`src/cbc_consts.svh`:
```
// Size constants for the AES-128 CBC core
`ifndef CBC_CONSTS_SVH
`define CBC_CONSTS_SVH

// Cipher key width in bits
`define AES_KEY_BITS 128

// Number of rounds, one more round key than this
`define AES_ROUNDS 10

// Data block width in bits
`define AES_BLOCK_BITS 128

`endif

```
`src/cbc_pkg.sv`:
```
// Shared types of the AES-128 CBC core: block, round key and command bundle
`include "cbc_consts.svh"

package cbc_pkg;

  // One state block, seen flat for XOR or as four columns
  // col[3] is AES column 0, row 0 sits in its top byte
  typedef union packed {
    logic [`AES_BLOCK_BITS-1:0]          flat;
    logic [`AES_BLOCK_BITS/32-1:0][31:0] col;
  } aes_block_t;

  // Round key as four words, w0 in the top word
  typedef logic [`AES_KEY_BITS/32-1:0][31:0] round_key_t;

  // Round key index, 0 to AES_ROUNDS
  typedef logic [3:0] rk_index_t;

  // Everything the host presents with one command
  typedef struct packed {
    logic       init_cmd;
    logic       next_cmd;
    // High for encipher, low for decipher
    logic       encdec;
    round_key_t key;
    aes_block_t iv;
    aes_block_t block;
  } cbc_cmd_t;

endpackage

```
`src/aes_round_key_mem.sv`:
```
// Round key store, one write port and one asynchronous read port
`timescale 1ns/1ps
`include "cbc_consts.svh"

module aes_round_key_mem
  import cbc_pkg::*;
(
  input  logic       clk,
  input  logic       reset,
  input  logic       zeroize,
  input  logic       we,
  input  rk_index_t  windex,
  input  round_key_t wdata,
  input  rk_index_t  rindex,
  output round_key_t rdata
);

  // Round keys 0 to AES_ROUNDS
  round_key_t keys [0:`AES_ROUNDS];

  // Key material must not survive zeroize
  always_ff @(posedge clk) begin
    if (reset || zeroize) begin
      for (int i = 0; i <= `AES_ROUNDS; i++) begin
        keys[i] <= '0;
      end
    end else if (we && (windex <= rk_index_t'(`AES_ROUNDS))) begin
      keys[windex] <= wdata;
    end
  end

  // Out of range index reads zero
  assign rdata = (rindex <= rk_index_t'(`AES_ROUNDS)) ? keys[rindex] : '0;

endmodule

```
`config.mk`:
```
export PLATFORM = sky130hd
export DESIGN_NAME = aes_round_key_mem
export DESIGN_NICKNAME = d
export VERILOG_FILES = /design/src/cbc_pkg.sv /design/src/aes_round_key_mem.sv
export VERILOG_INCLUDE_DIRS = /design/src
export SDC_FILE = /design/constraint.sdc
export NUM_CORES = 2
export LEC_CHECK = 0
export BUFFER_PORTS_ARGS = -buffer_cell sky130_fd_sc_hd__buf_2
export CORE_UTILIZATION = 35
export DETAILED_ROUTE_END_ITERATION = 12
export GPL_ROUTABILITY_DRIVEN = 1
export GPL_TIMING_DRIVEN = 0
export MAX_ROUTING_LAYER = met4
export PLACE_DENSITY = 0.58
export SLEW_MARGIN = 20
export SYNTH_ARGS = -nofsm -noshare
export SYNTH_HDL_FRONTEND = slang
export SYNTH_SLANG_ARGS = --single-unit
```
`constraint.sdc`:
```
create_clock -name clk -period 12.2 [get_ports clk]
set_input_delay 1.22 -clock clk [delete_from_list [all_inputs] [get_ports clk]]
set_output_delay 1.22 -clock clk [all_outputs]
set_load 0.03 [all_outputs]
```
==> Yosys cells after proc, flatten, opt, wreduce, memory -nomap -nowiden <==
Memories as Yosys holds them, arrays and structs flattened.
Cells that the tools add are included.
{ "word_totals": {"regBits": 0, "ram_bits": 1408, "inputBits": 140, "out_inout_bits": 128, "wordCells": 15, "memories": 1} }
{ "classes": {"n_lt_le_gt_ge": 2, "n_mux": 9, "n_reduce_logical": 3} }
{ "memory_table": {"columns": ["memory", "words", "word_bits", "read_ports", "rd_ports_with_merged_regs", "write_ports", "line_no", "source"], "rows": [
  ["keys", 11, 128, 1, 0, 11, "aes_round_key_mem.sv:19", "round_key_t keys [0:`AES_ROUNDS];"]
]} }
{ "ops": {"columns": ["op", "count"], "rows": [
  ["$mux W128", 2],
  ["$reduce_or A128 Y1", 1],
  ["$le A4 B4 Y1 const B", 2],
  ["$mux W1", 6],
  ["$mux W4", 1],
  ["$logic_and A1 B1 Y1", 1],
  ["$logic_or A1 B1 Y1", 1]
]} }

==> Depth between registers and ports, before layout <==
{ "logic_depth": {"ltp_word": 7, "depth_mapped": 7, "depth_no_buf": 3} }

==> Worst setup path after synthesis <==
No wires, ideal clock.
{ "synth_path": {"path_type": "in2reg", "startpoint": "input we", "endpoint": "memory keys[5][0] (netlist name), enable pin", "setup_ps": 792, "arrival_ps": 10788, "required_ps": 11408, "slack_ps": 619, "cell_stages": 4, "n_path_buf": 1, "cell_sequence": "a21boi_0 -> nand2_1 -> clkbuf_1 -> o21ai_0"} }
{ "synth_lines": {"columns": ["item", "line_no", "source"], "rows": [
  ["from (decl)", "aes_round_key_mem.sv:11", "input logic we,"],
  ["to (decl)", "aes_round_key_mem.sv:19", null]
]} }

==> flow_summary.toml <==
[setup_path]
path_delay_family = "buffers and inverters"
worstSetupPathType = "in -> out"
crit_buf_inv = 4
critPathRequiredTime_ps = 10980
cp_max_fo = 10
end_kind = "output pin"
critPathMaxStageDelay_ps = 580
critical_path_arrival_ps = 3730
worst_setup_path_start_kind = "input pin"
path_common_cell = "buf_2"
critical_path.slowest_cell = "clkbuf_2"
path_cells = "buf_2, nor2b_1, clkbuf_2, clkbuf_1, a2bb2oi_1, o211ai_1, buf_2"

[power_and_ir_drop]
power.switching_mw = 2.62
power_frac_seq_pct = 50.1
design_power_total_mw = 11.1
p_per_area_nw_per_um2 = 153
vdd_drop_max_mv = 0.127
p_leak_nw = 25.9
internal_power_mw = 8.47
p_comb_share_pct = 9.1
p_clk_share_pct = 40.8
p_sw_share_pct = 23.6

[die]
die_x_um = 422
initial_core_util_pct = 35.3
fp.dieArea_sq_um = 178000
rows = 153
chipHeight_um = 422
core_sq_um = 174000
ios = 268

[layout]
top_regs = "keys x1408"
fin_nets = 5258
finalCoreUtilization_pct = 41.5
layout_common_cells = "edfxtp_1 (1280), nor2_1 (1027), nand2_1 (517)"
syn2layout_area_growth_pct = 17.5
mostFrequentLayoutCell = "edfxtp_1"
drive_gt1_share_pct = 20.2
fillers = 16100
largest_reg_flops = 1408
top_register = "keys"
fin_cells = 7592

[clock_network]
ctsHtreeMaxLevel = 4
cts_hold_buf = 0
clock_latency_ps = 790
cts_root_buf = "clkbuf_16"
clock-sinks = 1408
cts_tree = "done"
clockBufferDepth = 3
cts_setup_buffers = 0
cts_resized = 0
numCtsBuffers = 147
clkTransAtPathRegs_ps = 60

[yosys]
syn_inst = 4645
syn_nets = 4785
ys_seq_area_share_pct = 66.5
synth_top_cell_by_area = "edfxtp_1"
yosys-top-cells-area = "edfxtp_1 (62%), mux4_2 (9.4%), nor2_1 (6.3%)"
netlist_area_sq_um = 61600
yosysWarnings = 0
synth.top_cell.area_share_pct = 62.4
synth.avg_cell_area_sq_um = 13.3
synth_seq_cells = 1408
synth.distinct_cells = 30

[placed_design]
gp_congestion = 0.863
dp_cells = 7294
port_buffers = 265
dp_hpwl_um = 133000

[timing]
hold_slack_ps = 477
hold_viol_final = 0
worst_pin_slew_ps = 1050
period_needed_ps = 4950
slew_headroom_pct = 29.7
setup_viol = 0
rsz0062_at_grt = "no"
fin_crit_sh_pct = 40.6
timing.fmax_mhz = 202
fin_worst_skew_ps = 0
slew_viol_final = 0

[global_routing]
track_usage_pct = 22.4
grt_pass1_wl_um = 281000
gr-total-overflow = 0
grt_pass1_vias = 40600
antenna_found_initial = 48
grt_max_degree = 43

[route]
drtIter0Drc = 3857
wl_per_cell_um = 25.8
first_pass_iters = 7
vias_per_cell = 5.33
vias = 40500
wl_um = 196000
drc_errors = 0
antenna_left = 0

[status]
status = "finished, final reports clean"

[job]
max_cap_violations = 0

[hold_path]
hold_class = "reg -> reg"
-- cells by family (layout without fill, tap and decap cells) --
group           count (synthesis)  after routing  synth area share, %
compound gates                520            520                 5.54
buf+inv                       384            974                 3.20
flops                        1408           1408                 66.5
mux                           384            384                 11.4
other cells                     0             32                    0
simple gates                 1949           1949                 13.3
-- worst reg2reg max path, cell delays in order, from the launching register on --
cell and delay [ps]:
dfxtp_1 380, o21ai_0 110, a21oi_1 150
-- per-stage QoR --
| stage | worst slack, ps | setup TNS, ps | instance area, sq um |
|---|---|---|---|
| 3_5_place_dp | 7270 | 0 | 67500 |
| 6_report | 7250 | 0 | 72400 |
| 5_1_grt | 7190 | 0 | 72400 |
| 3_3_place_gp | -9690 | -4690430 | 65900 |
| 4_1_cts | 7220 | 0 | 72300 |
| 2_1_floorplan | 619 | 0 | 61600 |
-- final cells by class --
class                      instances  area [sq um]  share of cell area, %
sequential                      1408         41000                   56.6
clock inverter                    56           572                  0.790
timing repair buffer             324          2880                   3.98
tap                             2325          2910                   4.02
antenna                           32          80.1                  0.111
buffer                           382          1990                   2.75
multi-input combinational       2853         18700                   25.9
inverter                           2          7.51                 0.0104
clock buffer                     210          4210                   5.82
-- routing by layer --
| metal | GRT usage, % | part of all wire [%] | vias to the layer above |
|---|---|---|---|
| li1 | - | - | 17900 |
| met2 | 36.4 | 49 | 1598 |
| met3 | 3.66 | 6.9 | 394 |
| met1 | 27.2 | 39 | 20500 |
| met4 | 11.2 | 5.0 | 0 |
| met5 | - | 0 | - |
-- power by group through the flow --
stage          Clock, mW  Combinational (mW)  Sequential, mW
2_1_floorplan          0               0.562            5.68
3_3_place_gp           0               0.941            5.75
3_5_place_dp           0                1.01            5.66
4_1_cts             4.59                1.01            5.56
5_1_grt             4.76                1.06            5.58
6_report            4.53                1.00            5.56
-- final timing paths --
| check | from | to | slack (ps) | cells past startpoint |
|---|---|---|---|---|
| worst max-delay path | rindex[1] | rdata[57] | 7250 | 7 |
| worst min-delay path | keys[10][73] | keys[10][73] | 480 | 2 |
| worst min register to register | keys[10][73] | keys[10][73] | 480 | 2 |
| worst max register to register | keys[10][106] | keys[10][106] | 11490 | 2 |
-- synth_stat cells (all sizes together) --
| master | instances |
|---|---|
| mux2i | 128 |
| buf | 243 |
| a21boi | 1 |
| o211ai | 128 |
| nor2b | 3 |
| nand3b | 1 |
| nand3 | 128 |
| dfxtp | 128 |
| nor3b | 1 |
| and3b | 2 |
| nand4 | 3 |
| nor4b | 1 |
| mux4 | 256 |
| and2 | 256 |
| clkbuf | 139 |
| inv | 2 |
| or2 | 1 |
| a21oi | 129 |
| nand2 | 521 |
| and2b | 2 |
| nor2 | 1027 |
| a41o | 1 |
| nand2b | 3 |
| edfxtp | 1280 |
| o21ai | 133 |
| a2bb2oi | 128 |
Power figures use the tool's default switching activity.
