**src/cbc_consts.svh**
```systemverilog
// Size constants for the AES-128 CBC core
`ifndef CBC_CONSTS_SVH
`define CBC_CONSTS_SVH

// Cipher key width in bits
`define AES_KEY_BITS 128

// Number of rounds, one more round key than this
`define AES_ROUNDS 10

// Data block width in bits
`define AES_BLOCK_BITS 128

`endif

```
**src/cbc_pkg.sv**
```systemverilog
// Shared types of the AES-128 CBC core: block, round key and command bundle
`include "cbc_consts.svh"

package cbc_pkg;

  // One state block, seen flat for XOR or as four columns
  // col[3] is AES column 0, row 0 sits in its top byte
  typedef union packed {
    logic [`AES_BLOCK_BITS-1:0]          flat;
    logic [`AES_BLOCK_BITS/32-1:0][31:0] col;
  } aes_block_t;

  // Round key as four words, w0 in the top word
  typedef logic [`AES_KEY_BITS/32-1:0][31:0] round_key_t;

  // Round key index, 0 to AES_ROUNDS
  typedef logic [3:0] rk_index_t;

  // Everything the host presents with one command
  typedef struct packed {
    logic       init_cmd;
    logic       next_cmd;
    // High for encipher, low for decipher
    logic       encdec;
    round_key_t key;
    aes_block_t iv;
    aes_block_t block;
  } cbc_cmd_t;

endpackage

```
**src/aes_key_expander.sv**
```systemverilog
// AES-128 key schedule, one round key written to the key store per cycle
`timescale 1ns/1ps
`include "cbc_consts.svh"

module aes_key_expander
  import cbc_pkg::*;
(
  input  logic        clk,
  input  logic        reset,
  input  logic        zeroize,
  input  logic        start,
  input  round_key_t  key,
  output logic [31:0] sbox_req,
  input  logic [31:0] sbox_word,
  output logic        rk_we,
  output rk_index_t   rk_index,
  output round_key_t  rk_data,
  output logic        key_ready
);

  // Current round key and its successor
  round_key_t cur_key;
  round_key_t next_key;
  // Round constant for the step from cur_key
  logic [7:0] rcon;
  rk_index_t  idx;
  logic       busy;

  // RotWord of w3, substituted by the shared S-box
  assign sbox_req = {cur_key[0][23:0], cur_key[0][31:24]};

  // Every busy cycle stores the current key
  assign rk_we    = busy;
  assign rk_index = idx;
  assign rk_data  = cur_key;

  ////////////////////////////////////////////////////////////
  // Next round key
  ////////////////////////////////////////////////////////////
  always_comb begin
    next_key[3] = cur_key[3] ^ sbox_word ^ {rcon, 24'h000000};
    next_key[2] = cur_key[2] ^ next_key[3];
    next_key[1] = cur_key[1] ^ next_key[2];
    next_key[0] = cur_key[0] ^ next_key[1];
  end

  always_ff @(posedge clk) begin
    if (reset || zeroize) begin
      cur_key   <= '0;
      rcon      <= 8'h01;
      idx       <= '0;
      busy      <= 1'b0;
      key_ready <= 1'b0;
    end else begin
      key_ready <= 1'b0;
      if (start) begin
        // Cipher key is round key 0
        cur_key <= key;
        rcon    <= 8'h01;
        idx     <= '0;
        busy    <= 1'b1;
      end else if (busy) begin
        cur_key <= next_key;
        // xtime of the round constant
        rcon    <= {rcon[6:0], 1'b0} ^ (rcon[7] ? 8'h1b : 8'h00);
        idx     <= idx + 1'b1;
        // Last key written this cycle
        if (idx == rk_index_t'(`AES_ROUNDS)) begin
          busy      <= 1'b0;
          key_ready <= 1'b1;
        end
      end
    end
  end

endmodule

```
**config.mk**
```make
export PLATFORM = sky130hd
export DESIGN_NAME = aes_key_expander
export DESIGN_NICKNAME = d
export VERILOG_FILES = /design/src/cbc_pkg.sv /design/src/aes_key_expander.sv
export VERILOG_INCLUDE_DIRS = /design/src
export SDC_FILE = /design/constraint.sdc
export NUM_CORES = 1
export LEC_CHECK = 0
export ABC_AREA = 1
export BUFFER_PORTS_ARGS = -buffer_cell sky130_fd_sc_hd__buf_2
export CAP_MARGIN = 20
export CELL_PAD_IN_SITES_DETAIL_PLACEMENT = 1
export CELL_PAD_IN_SITES_GLOBAL_PLACEMENT = 2
export CORE_ASPECT_RATIO = 1.2
export CORE_MARGIN = 2
export CORE_UTILIZATION = 27
export CTS_CLUSTER_DIAMETER = 200
export DETAILED_ROUTE_END_ITERATION = 8
export GPL_ROUTABILITY_DRIVEN = 0
export HOLD_SLACK_MARGIN = 0.08
export PLACE_DENSITY = 0.87
export SLEW_MARGIN = 20
export SYNTH_ARGS = -nofsm -noshare
export SYNTH_HDL_FRONTEND = slang
export SYNTH_SLANG_ARGS = --single-unit
```
**constraint.sdc**
```tcl
create_clock -name clk -period 2.96 [get_ports clk]
set_input_delay 0.592 -clock clk [delete_from_list [all_inputs] [get_ports clk]]
set_output_delay 0.592 -clock clk [all_outputs]
set_load 0.02 [all_outputs]
```
# Word-level counts from Yosys, hierarchy flattened

Index checks and enable logic that the tools add are counted.

Multiplexer cells: 7
Shift operators: 0
Order comparisons: 0
$mul: 0
Equality and inequality tests: 1
Reductions and logical operators: 4
Bitwise logic cells: 7
Divide/modulo/power cells: 0
Add/sub/neg operators: 1

Operator list:

| cell                  | number |
|---|---|
| $mux W128             | 2 |
| $xor A32 B32 Y32      | 5 |
| $xor A8 B5 Y8         | 1 |
| $mux W5               | 1 |
| $add A4 B1 Y4 const B | 1 |
| $eq A4 B4 Y1 const B  | 1 |
| $mux W1               | 4 |
| $reduce_or A3 Y1      | 1 |
| $reduce_bool A2 Y1    | 1 |
| $reduce_or A2 Y1      | 1 |
| $logic_or A1 B1 Y1    | 1 |
| $not A1 Y1            | 1 |

Output and inout bits: 166
Memory bits (writable): 0
Bits in registers: 142
ROM bits: 0
Memories kept: 0
Logic and storage cells: 28
Input bits: 164
Latch bits: 0

# Depth between registers and ports, before layout

Depth after elaboration: 7
Depth in mapped cells: 10
Gate-level depth less buffers: 10

# Least setup slack after synthesis

Ideal clock, no wire load.

Path kind: input to register
Start: input start
End: register cur_key (netlist bit rk_data[45])
Setup slack: 1.465 ns
Library setup time: 0.075 ns
Cell stages on the path: 6
Arrival time: 1.420 ns
Path buffers: 3
Path through: buf_4 nor2_2 buf_2 buf_2 a22oi_1 o22ai_1

Cells in the longest elaborated chain, start to end: 1
Elaborated cells on any way between the ends: 2

Ends and longest elaborated chain:

| element                                                | line                   | RTL |
|---|---|---|
| from (decl)                                            | aes_key_expander.sv:11 | `input logic start,` |
| $mux W128 / $reduce_bool A2 Y1 (equally long branches) | -                      |  |
| to (signal assigned)                                   | aes_key_expander.sv:58 | `cur_key <= key;` |
| to (signal assigned)                                   | aes_key_expander.sv:63 | `cur_key <= next_key;` |
| to (decl)                                              | aes_key_expander.sv:22 | `round_key_t cur_key;` |

Parallel ways exist; a longest one is shown, timed or not.
A chain may end at the register's enable or synchronous reset.

# Final worst setup path

Start: register busy, in the netlist rk_we
End: output rk_we

RTL lines:

| element                | line                   | RTL |
|---|---|---|
| from (decl)            | aes_key_expander.sv:27 | `logic busy;` |
| from (signal assigned) | aes_key_expander.sv:52 | `busy <= 1'b0;` |
| from (signal assigned) | aes_key_expander.sv:61 | `busy <= 1'b1;` |
| from (signal assigned) | aes_key_expander.sv:69 | `busy <= 1'b0;` |
| to (decl)              | aes_key_expander.sv:15 | `output logic rk_we,` |

No word-level cell between the ends.

==> metrics.txt <==
# TYPE chip_impl_metric gauge
chip_impl_info{name="status",value="finished, final reports clean"} 1
chip_impl_metric{name="register_bit_count_reported_by_yosys",unit=""} 142
chip_impl_metric{name="rows",unit=""} 68
chip_impl_metric{name="cts_made_buffers",unit=""} 17
chip_impl_metric{name="critical_path_required",unit="ps"} 2370
chip_impl_metric{name="routedWlPerCell",unit="um"} 16.9
chip_impl_metric{name="ys_warn_count",unit=""} 0
chip_impl_metric{name="met2WireLength",unit="um"} 15300
chip_impl_info{name="routed.top_layer",value="met5"} 1
chip_impl_info{name="critPathCaptureType",value="primary output"} 1
chip_impl_metric{name="hold_buffers",unit=""} 0
chip_impl_metric{name="final_nets",unit=""} 1569
chip_impl_metric{name="first_pass_grt_wire_length",unit="um"} 47500
chip_impl_info{name="worstSetupPathType",value="reg -> out"} 1
chip_impl_metric{name="vias",unit=""} 8589
chip_impl_metric{name="final_design_area_no_fill",unit="um2"} 10200
chip_impl_metric{name="wl_met3",unit="um"} 1800
chip_impl_info{name="worstReg2RegStart",value="rk_we"} 1
chip_impl_metric{name="final_layout_size_suffix_gt1_share",unit="%"} 28.2
chip_impl_metric{name="postRouteAntennaNets",unit=""} 0
chip_impl_info{name="min_path_type",value="in -> reg"} 1
chip_impl_info{name="yosys.area.top_type",value="dfxtp_1"} 1
chip_impl_metric{name="first_iter_violations",unit=""} 358
chip_impl_metric{name="min_period_over_period",unit="%"} 76.0
chip_impl_metric{name="synth-seq-area-share",unit="%"} 36.0
chip_impl_metric{name="clock_skew",unit="ps"} 13.7
chip_impl_metric{name="clock_pin_slew_on_the_worst_setup_and_hold_paths",unit="ps"} 70
chip_impl_metric{name="synthesis.area",unit="um2"} 7900
chip_impl_info{name="rsz0062_at_grt",value="no"} 1
chip_impl_metric{name="ir_worst_vdd",unit="V"} 0.000307
chip_impl_metric{name="achievable-frequency",unit="MHz"} 445
chip_impl_metric{name="setup_tns",unit="ps"} 0
chip_impl_metric{name="grt_util_all_layers",unit="%"} 19.6
chip_impl_info{name="clk_root_buffer_cell",value="clkbuf_16"} 1
chip_impl_metric{name="timing_hold_violations_final",unit=""} 0
chip_impl_metric{name="max_slew_margin",unit="%"} 57.4
chip_impl_metric{name="cts_buffer_depth",unit=""} 2
chip_impl_metric{name="synth.lib_cells_used.distinct",unit=""} 28
chip_impl_info{name="hp_start",value="key[8]"} 1
chip_impl_metric{name="whs_path_depth",unit=""} 3
chip_impl_metric{name="floorplan.initialDensity",unit="%"} 27.5
chip_impl_metric{name="r2r.worst_path.cells",unit=""} 7
chip_impl_info{name="setup.worst_path.start_class",value="flip-flop"} 1
chip_impl_metric{name="io_buffer_count",unit=""} 329
chip_impl_metric{name="synth_top_cell_area_share",unit="%"} 36.0
chip_impl_metric{name="chipHeight",unit="um"} 191
chip_impl_metric{name="post_cts.repair.setup_buffers",unit=""} 0
chip_impl_metric{name="finalWirelength",unit="um"} 30400
chip_impl_metric{name="leakage",unit="nW"} 4.80
chip_impl_metric{name="first_pass_iters",unit=""} 4
chip_impl_metric{name="syn_area_per_cell",unit="um2"} 6.99
chip_impl_metric{name="cts_max_level",unit=""} 4
chip_impl_metric{name="worstSkewPairLatency",unit="ps"} 430
chip_impl_metric{name="overflow",unit=""} 0
chip_impl_metric{name="vias_in_the_first_global_route",unit=""} 8847
chip_impl_metric{name="placed_area",unit="um2"} 9620
chip_impl_metric{name="dieWidth",unit="um"} 160
chip_impl_metric{name="power.density",unit="nW/um2"} 510
chip_impl_metric{name="drt_drc_violations_left",unit=""} 0
chip_impl_metric{name="n_fill_cell",unit=""} 3761
chip_impl_metric{name="arrival_time_of_data_at_the_critical_path_endpoint",unit="ps"} 1660
chip_impl_metric{name="dpl.hpwl",unit="um"} 22500
chip_impl_metric{name="grt_start_max_net_pins",unit=""} 55
chip_impl_metric{name="mappedNetlistNets",unit=""} 1296
chip_impl_metric{name="worst_slew_pin_slew",unit="ps"} 639
chip_impl_metric{name="max_cap_violations",unit=""} 0
chip_impl_metric{name="length_of_routed_wiring_on_met1",unit="um"} 12900
chip_impl_metric{name="area.growth.synth_to_final",unit="%"} 29.4
chip_impl_metric{name="post_cts_resize_count",unit=""} 0
chip_impl_info{name="critPathLaunch",value="rk_we"} 1
chip_impl_metric{name="final_max_slew_viol_count",unit=""} 0
chip_impl_metric{name="setup_viol_count_final",unit=""} 0
chip_impl_metric{name="antenna_found_initial",unit=""} 4
chip_impl_metric{name="final_period_minus_worst_setup_slack",unit="ps"} 2250
chip_impl_metric{name="critical_path.max_fanout",unit=""} 31
chip_impl_metric{name="post_detailed_route_via_to_cell_ratio",unit=""} 4.76
chip_impl_metric{name="clkSinkCount",unit=""} 142
chip_impl_metric{name="netlist_instances",unit=""} 1130
chip_impl_info{name="synth_top_cells_by_area",value="dfxtp_1 36%, nand2_1 17%, nand3_1 7.5%"} 1
chip_impl_metric{name="core_area",unit="um2"} 28800
chip_impl_metric{name="die_area",unit="um2"} 30700
chip_impl_metric{name="ios",unit=""} 330
chip_impl_info{name="cts_tree",value="built"} 1
-- per-stage QoR --
stage                     power, W  std cells  hold slack, ps  utilization [%]  setup WS [ps]
after floorplan            0.00267       1130             512                -           1460
after global placement     0.00298       1769             493             33.4            983
after detailed placement   0.00300       1769             507             33.4            926
after CTS                  0.00529       1801             366             35.5            659
after global routing       0.00546       1803             383             35.6            583
final                      0.00521       1804             391             35.6            711
-- cell type report --
cell class	instances	area, um2	share of cell area, %
antenna	3	7.51	0.0734
clock buffer	18	429	4.20
clock inverter	14	170	1.66
inverter	99	374	3.66
multi-input combinational	799	4160	40.7
sequential	142	2840	27.8
tap	385	482	4.71
timing repair buffer	344	1760	17.2
-- power by group --
part           internal (W)  switching (W)  total (W)
Combinational      0.000333       0.000551   0.000884
Clock               0.00133       0.000936    0.00226
Sequential          0.00198      0.0000843    0.00206
Total               0.00364        0.00157    0.00521
-- critical path, stage by stage (launching register included) --
cell     delay (ps)
dfxtp_2         580
buf_4           400
buf_2           250
-- sequential cells by signal (all words and copies together), names as in the netlist --
register and count:
rk_index 4, rcon 8, rk_data 128, key_ready 1
rk_we 1
-- kinds of logic (layout without fill, tap and decap cells) --
logic type,after synthesis,after routing,synth area share [%]
simple gates,539,539,28.4
compound gates,183,183,14.5
buf+inv,189,475,11.5
xor+xnor,75,75,9.26
flops,142,142,36.0
other cells,0,3,0
fa+ha+maj,2,2,0.317
-- placed cells by master, fill, tap and decap left out, types with 27 or more instances in the layout --
cell	n
nand2_1	357
buf_2	328
dfxtp_1	141
nand3_1	119
inv_1	95
a22oi_1	53
a31oi_1	49
nor2_1	41
a21oi_1	35
xnor2_1	34
xor2_1	31
o22ai_1	27
-- Yosys cell counts (all sizes together) --
cell and n:
or2 5, a21oi 35, nand3b 6, nand3 119
dfxtp 142, buf 68, ha 2, o22ai 27
xor2 41, xnor2 34, o21ai 18, inv 99
dlygate4sd1 1, a22oi 53, nand2 357, nor2 46
o211ai 1, clkbuf 21, nand4 6, a31oi 49
-- final timing paths --
path | to | slack [ps]
hold reg to reg | rk_data[113] | 510
setup reg to reg | rk_data[6] | 1030
setup / recovery | rk_we | 710
hold / removal | rk_data[8] | 390
-- metal layers --
| layer | vias to the layer above | track usage (%) |
|---|---|---|
| met3 | 29 | 5.01 |
| met5 | - | 0 |
| met1 | 4096 | 23.3 |
| li1 | 4225 | - |
| met2 | 237 | 35.1 |
| met4 | 2 | 5.23 |
No activity file was read; power rests on OpenSTA's default activity.
