<file path="src/cbc_consts.svh">
// Size constants for the AES-128 CBC core
`ifndef CBC_CONSTS_SVH
`define CBC_CONSTS_SVH

// Cipher key width in bits
`define AES_KEY_BITS 128

// Number of rounds, one more round key than this
`define AES_ROUNDS 10

// Data block width in bits
`define AES_BLOCK_BITS 128

`endif

</file>
<file path="src/cbc_pkg.sv">
// Shared types of the AES-128 CBC core: block, round key and command bundle
`include "cbc_consts.svh"

package cbc_pkg;

  // One state block, seen flat for XOR or as four columns
  // col[3] is AES column 0, row 0 sits in its top byte
  typedef union packed {
    logic [`AES_BLOCK_BITS-1:0]          flat;
    logic [`AES_BLOCK_BITS/32-1:0][31:0] col;
  } aes_block_t;

  // Round key as four words, w0 in the top word
  typedef logic [`AES_KEY_BITS/32-1:0][31:0] round_key_t;

  // Round key index, 0 to AES_ROUNDS
  typedef logic [3:0] rk_index_t;

  // Everything the host presents with one command
  typedef struct packed {
    logic       init_cmd;
    logic       next_cmd;
    // High for encipher, low for decipher
    logic       encdec;
    round_key_t key;
    aes_block_t iv;
    aes_block_t block;
  } cbc_cmd_t;

endpackage

</file>
<file path="src/cbc_ctrl.sv">
// CBC command sequencer with chain register, S-box request mux and result register
`timescale 1ns/1ps

module cbc_ctrl
  import cbc_pkg::*;
(
  input  logic        clk,
  input  logic        reset,
  input  cbc_cmd_t    cmd,
  input  logic        zeroize,
  // Key expander
  output logic        ke_start,
  output round_key_t  ke_key,
  input  logic [31:0] ke_sbox_req,
  input  logic        key_ready,
  // Cipher engine
  output logic        eng_start,
  output logic        eng_encdec,
  output aes_block_t  eng_block,
  input  logic [31:0] eng_sbox_req,
  input  logic        eng_sbox_inverse,
  input  logic        eng_done,
  input  aes_block_t  eng_new_block,
  // Shared S-box
  output logic [31:0] sbox_req,
  output logic        sbox_inverse,
  // Host side
  output logic        ready,
  output logic        result_valid,
  output aes_block_t  result
);

  typedef enum logic [1:0] {ST_IDLE, ST_EXPAND, ST_BLOCK} ctrl_state_t;

  ctrl_state_t state;
  aes_block_t  chain;
  // Ciphertext of a decipher, next chain value
  aes_block_t  saved_block;
  logic        enc_mode;
  logic        accept_init;
  logic        accept_next;

  // Init wins if both strobes are raised
  assign accept_init = ready && cmd.init_cmd;
  assign accept_next = ready && cmd.next_cmd && !cmd.init_cmd;

  assign ke_start   = accept_init;
  assign ke_key     = cmd.key;
  assign eng_start  = accept_next;
  assign eng_encdec = cmd.encdec;
  // Plaintext is chained before enciphering
  assign eng_block.flat = cmd.encdec ? (cmd.block.flat ^ chain.flat) : cmd.block.flat;

  // Expander owns the S-box only while expanding
  assign sbox_req     = (state == ST_EXPAND) ? ke_sbox_req : eng_sbox_req;
  assign sbox_inverse = (state == ST_EXPAND) ? 1'b0 : eng_sbox_inverse;

  ////////////////////////////////////////////////////////////
  // Sequencer
  ////////////////////////////////////////////////////////////
  always_ff @(posedge clk) begin
    if (reset || zeroize) begin
      state        <= ST_IDLE;
      ready        <= 1'b0;
      result_valid <= 1'b0;
      result       <= '0;
      chain        <= '0;
      saved_block  <= '0;
      enc_mode     <= 1'b0;
    end else begin
      result_valid <= 1'b0;
      case (state)
        ST_IDLE: begin
          ready <= !(accept_init || accept_next);
          if (accept_init) begin
            chain <= cmd.iv;
            state <= ST_EXPAND;
          end else if (accept_next) begin
            enc_mode    <= cmd.encdec;
            saved_block <= cmd.block;
            state       <= ST_BLOCK;
          end
        end
        ST_EXPAND: begin
          if (key_ready) begin
            ready <= 1'b1;
            state <= ST_IDLE;
          end
        end
        ST_BLOCK: begin
          if (eng_done) begin
            if (enc_mode) begin
              result <= eng_new_block;
              chain  <= eng_new_block;
            end else begin
              result.flat <= eng_new_block.flat ^ chain.flat;
              chain       <= saved_block;
            end
            result_valid <= 1'b1;
            ready        <= 1'b1;
            state        <= ST_IDLE;
          end
        end
        default: begin
          state <= ST_IDLE;
        end
      endcase
    end
  end

endmodule

</file>
<file path="config.mk">
export PLATFORM = sky130hd
export DESIGN_NAME = cbc_ctrl
export DESIGN_NICKNAME = d
export VERILOG_FILES = /design/src/cbc_pkg.sv /design/src/cbc_ctrl.sv
export VERILOG_INCLUDE_DIRS = /design/src
export SDC_FILE = /design/constraint.sdc
export NUM_CORES = 1
export LEC_CHECK = 0
export BUFFER_PORTS_ARGS = -buffer_cell sky130_fd_sc_hd__buf_2
export CORE_AREA = 4 4 392 394
export CTS_BUF_LIST = sky130_fd_sc_hd__clkbuf_2 sky130_fd_sc_hd__clkbuf_4 sky130_fd_sc_hd__clkbuf_8
export CTS_CLUSTER_DIAMETER = 200
export DETAILED_ROUTE_END_ITERATION = 16
export DIE_AREA = 0 0 396 398
export SLEW_MARGIN = 0
export SYNTH_ARGS = -nofsm -noshare
export SYNTH_HDL_FRONTEND = slang
export SYNTH_SLANG_ARGS = --single-unit
</file>
<file path="constraint.sdc">
create_clock -name clk -period 2.4 [get_ports clk]
set_input_delay 0.12 -clock clk [delete_from_list [all_inputs] [get_ports clk]]
set_output_delay 0.12 -clock clk [all_outputs]
set_load 0.005 [all_outputs]
</file>
# ---- Word-level counts from Yosys, hierarchy flattened
# Cells that the tools add are included.
dict set report op_classes {
  n_eq_ne 6
  muxes 17
  bitwise_logic 4
  reduce_logical 16
}
# operator n
set op_table {}
lappend op_table {{$mux 128} 5}
lappend op_table {{$pmux 128 s2} 1}
lappend op_table {{$xor 128x128->128} 2}
lappend op_table {{$mux 32} 1}
lappend op_table {{$reduce_and 3->1} 4}
lappend op_table {{$mux 2} 4}
lappend op_table {{$ne 2x2->1 const B} 3}
lappend op_table {{$pmux 2 s3} 1}
lappend op_table {{$mux 1} 4}
lappend op_table {{$logic_and 1x1->1} 3}
lappend op_table {{$ne 3x3->1 const B} 1}
lappend op_table {{$pmux 1 s3} 1}
lappend op_table {{$reduce_bool 3->1} 1}
lappend op_table {{$eq 2x1->1 const B} 1}
lappend op_table {{$eq 2x2->1 const B} 1}
lappend op_table {{$logic_not 1->1} 2}
lappend op_table {{$logic_not 2->1} 1}
lappend op_table {{$logic_or 1x1->1} 2}
lappend op_table {{$not 1->1} 2}
lappend op_table {{$reduce_and 2->1} 1}
lappend op_table {{$reduce_bool 2->1} 1}
lappend op_table {{$reduce_or 2->1} 1}
dict set report totals {
  regBits 389
  inputBits 585
  out_inout_bits 422
  word_cells 50
}

# ---- Logic depth before layout (Yosys ltp)
dict set report depth {
  ltp_word 5
  ltp_mapped 9
  ltp_nobuf 5
}

# ---- Worst setup path before layout
# Ideal clock, no wire load.
dict set report synth_timing {
  kind {reg-to-reg}
  startpoint {register state[0]}
  endpoint {register chain[106] (netlist name)}
  setup_time_ps 134
  arrival_time_ps 1616
  t_required_ps 2266
  path_slack_ps 650
  stages_incl_launch_ff 9
  n_path_buf 3
  period_less_slack_ps 1750
  cell_sequence {dfxtp_1 inv_1 ha_1 buf_2 mux2i_1 nor2_1 clkbuf_1 buf_1 o22ai_1}
}
dict set report synth_via {
  elab_chain_len 3
  elab_cells_between_ends 7
  classes_between {3 x eq/ne; 1 x mux; 3 x reduce/logical}
}
# element line
set synth_lines {}
lappend synth_lines {{start, declared} cbc_ctrl.sv:35} ;# ctrl_state_t state;
lappend synth_lines {{start signal, assigned} cbc_ctrl.sv:63} ;# state <= ST_IDLE;
lappend synth_lines {{start signal, assigned} cbc_ctrl.sv:77} ;# state <= ST_EXPAND;
lappend synth_lines {{start signal, assigned} cbc_ctrl.sv:81} ;# state <= ST_BLOCK;
lappend synth_lines {{$eq 2x2->1 / $logic_not 2->1 (equally long branches)} cbc_ctrl.sv:72} ;# case (state)
lappend synth_lines {{$ne 2x2->1 (no source line) / $reduce_bool 2->1 (equally long branches)} --}
lappend synth_lines {{$reduce_and 3->1 (no source line)} --}
lappend synth_lines {{end signal, assigned} cbc_ctrl.sv:76} ;# chain <= cmd.iv;
lappend synth_lines {{end signal, assigned} cbc_ctrl.sv:94} ;# chain <= eng_new_block;
lappend synth_lines {{end signal, assigned} cbc_ctrl.sv:97} ;# chain <= saved_block;
lappend synth_lines {{end, declared} cbc_ctrl.sv:36} ;# aes_block_t chain;
# Several ways; a longest one is shown, not always the timed one.
# A chain may end at the register's enable or synchronous reset.

# ---- Worst setup path in the final report
dict set report layout_timing {
  startpoint {register state[1]}
  endpoint {register chain[71] (netlist name)}
}
# The elaborated chain is that of the path after synthesis.

==> metrics.md <==
| Metric | Value |
|---|---|
| Final Hold Viols | `0` |
| Core Area | `0.150 sq mm` |
| Total placed cells including tap cells | `4956` |
| Std-Cell Rows | `142` |
| Metal-1 WL | `just under 40 mm` |
| Syn Nets | `3031` |
| Die Ht | `398 microns` |
| # setup viols final | `0` |
| Startpoint types | `flip-flop` |
| Share of post-route cells with drive strength above 1 | `27.2%` |
| Initial antenna violation count | `9` |
| FF+latch count, synth | `389` |
| Slew at the pin closest to its max-slew limit | `946 ps` |
| Total power | `16.8 mW` |
| Initial DRC Count | `between 1.5k and 2k` |
| Crit path buffers/inverters | `3` |
| Met2 Wirelength | `45.4 mm` |
| Latest clock arrival within the worst-skew pair | `around 750 ps` |
| Final period util | `98.8%` |
| Final nets | `4128` |
| Dpl hpwl | `68.4 mm` |
| Horiz. Die Dim | `between 300 and 400 microns` |
| Full die area | `0.158 sq mm` |
| Fin. max-slew vios | `0` |
| Clock transition at path regs | `70 ps` |
| TritonCTS clock tree | `built` |
| Initial Util | `13.9%` |
| Routed WL per cell | `17.7 microns` |
| Post-Layout Cell Count | `5617` |
| Yosys warns | `0` |
| Vias in the first global route | `between 20k and 25k` |
| Post-Syn Instances | `2442` |
| Max stage delay on crit path | `approximately 580 ps` |
| 1st-pass router iterations | `5` |
| Ports | `1007` |
| Peak Freq | `between 0.4 and 0.5 GHz` |
| # fillers | `between 15k and 20k` |
| Port Buffers | `750` |
| Root buffer cell | `clkbuf_8` |
| Avg Synthesized Cell Area | `8.52 sq um` |
| Max-capacitance violation count | `0` |
| Minimum clock period | `2370 ps` |
| Setup TNS | `0 ps` |
| Crit-path slowest cell | `dlygate4sd3_1` |
| Clk_skew | `~58 ps` |
| Largest fanout on the critical path | `60` |
| Largest net degree at the start of global routing | `135` |
| WL met3 | `between 10 and 15 mm` |
| Syn-to-layout area delta | `59.7%` |
| Clk sink count | `389` |
| P_leak | `between 10 and 15 nW` |
| Worst-case vdd ir drop | `0.531 mV` |
| CP Capture Type | `flip-flop` |
| Most used DFF post-synth | `dfxtp_1` |
| Total Routing Usage GR | `11.8%` |
| Gr ovfl total | `0` |
| DRT antenna net count | `0` |
| DRC | `0` |
| Yosys cell types | `32` |
| Clock buffer depth | `3` |
| Vias/cell | `between 3 and 4` |
| Post-Syn Area | `0.0208 sq mm` |
| First-pass GRT wire length | `around 140 mm` |
| Crit Path Class | `flip-flop to flip-flop` |
| Crit path required time | `roughly 3000 ps` |
| Post-synthesis sequential area ratio | `37.5%` |
| Cells along the critical path | `buf_4 -> ha_4 -> buf_16 -> mux2i_1 -> dlygate4sd3_1 -> o22ai_1` |
| Status | `finished, final reports clean` |
| Routed Wire Length | `99.4 mm` |
| H-tree levels | `3` |
| HP Class | `input pin to flip-flop` |
| Crit path DAT | `2960 ps` |
| Vias | `around 22k` |
| Synth async-reset ratio | `0%` |
| PD cells | `507 mW/mm^2` |
| Post-synth EDFFs | `0` |
| Top layer in use | `met5` |
| Num CTS Buffers | `74` |
| GPL Wtd Cong | `0.917` |
| Max-slew headroom | `36.9%` |
| Crit path max-delay family | `buffers and inverters` |
[flip-flops by register name, summed over array words and instances (netlist names)]
signal and cells:
chain 128, result 128, saved_block 128, state 2, enc_mode 1, ready 1, result_valid 1
[synth_stat cells, types with 14 or more instances]
cell type	number	area (sq um)
mux2i_1	129	1290
clkbuf_1	133	499
buf_2	22	110
nand2_1	515	1930
o22ai_1	128	801
mux2_1	160	1800
a21oi_1	130	651
buf_4	129	968
dfxtp_1	389	7790
buf_6	14	158
buf_1	20	75.1
a211oi_1	129	968
xnor2_1	256	2240
nor2b_1	131	820
nor2_1	131	492
[layout by cell type, fill, tap and decap left out, types with 95 or more instances in the layout]
| cell type | netlist | layout |
|---|---|---|
| buf_2 | 22 | 749 |
| nand2_1 | 515 | 515 |
| dlygate4sd3_1 | 0 | 509 |
| dfxtp_1 | 389 | 386 |
| xnor2_1 | 256 | 256 |
| mux2_1 | 160 | 153 |
| nor2b_1 | 131 | 131 |
| a21oi_1 | 130 | 130 |
| nor2_1 | 131 | 129 |
| a211oi_1 | 129 | 129 |
| mux2i_1 | 129 | 129 |
| o22ai_1 | 128 | 128 |
| clkbuf_8 | 0 | 95 |
[area by class of cell]
cell class / instances / area [sq um] / area share, %
Multi-Input combinational cell: 1732 / 11300 / 33.9
Clock buffer: 115 / 1460 / 4.39
Timing Repair Buffer: 1339 / 9920 / 29.9
Inverter: 3 / 13.8 / 0.0415
Antenna cell: 9 / 22.5 / 0.0678
Sequential cell: 389 / 7790 / 23.5
Tap cell: 2016 / 2520 / 7.60
Clock inverter: 14 / 216 / 0.652
[worst paths after layout]
| path | slack [ps] | cells past startpoint | endpoint | startpoint |
|---|---|---|---|---|
| min reg2reg | 450 | 2 | saved_block[84] | saved_block[84] |
| min | 170 | 4 | saved_block[121] | cmd[121] |
| max reg2reg | 30 | 6 | chain[71] | state[1] |
| max | 30 | 6 | chain[71] | state[1] |
[worst reg2reg max path, delay by kind of cell (launching register included)]
family / cells / cell delay (ps)
AO/OA/AOI/OAI: 1 / 70
flip-flops: 1 / 360
buffers and inverters: 3 / 970
multiplexers: 1 / 620
adder cells (fa/ha/maj): 1 / 200
[logic make-up after synthesis]
group | after synthesis | synth area share, %
mux | 289 | 14.9
fa+ha+maj | 4 | 0.241
xor+xnor | 256 | 10.8
simple gates | 790 | 16.0
compound gates | 393 | 11.9
buf+inv | 321 | 8.76
flops | 389 | 37.5
[stage by stage]
| stage | hold slack, ps | area, sq um | setup slack (ps) | utilization, % |
|---|---|---|---|---|
| 6_report | 169 | 33200 | 29.2 | 22.2 |
| 5_1_grt | 74.9 | 33200 | -5.45 | 22.2 |
| 4_1_cts | 34.8 | 33000 | -23.0 | 22.1 |
| 3_5_place_dp | 240 | 26100 | 283 | 17.4 |
| 3_3_place_gp | 240 | 26100 | 372 | 17.4 |
| 2_1_floorplan | 256 | 20800 | 650 | - |
[where the power goes]
group | leakage (nW) | internal (mW) | switching (mW)
combinational | 8.93 | 1.40 | 1.25
sequential | 3.14 | 6.54 | 0.0569
clock | 0.873 | 4.40 | 3.20
[per-layer routing]
layer	GRT usage, %	vias to the layer above
met5	0.585	-
met4	6.72	4
met3	4.35	264
met2	18.8	1183
met1	13.6	10417
li1	-	10278
[what timing repair did]
| item | in CTS | in global routing |
|---|---|---|
| pin swaps | 1 | 3 |
| hold buffers | 509 | 0 |
| endpoints found under the setup margin | 33 | 41 |
| gates resized for setup | 13 | 9 |
| hold endpoints to repair | 389 | 0 |
| buffers inserted | 5 | 5 |
| gates cloned | 2 | 4 |
(Power assumes the default switching activity.)
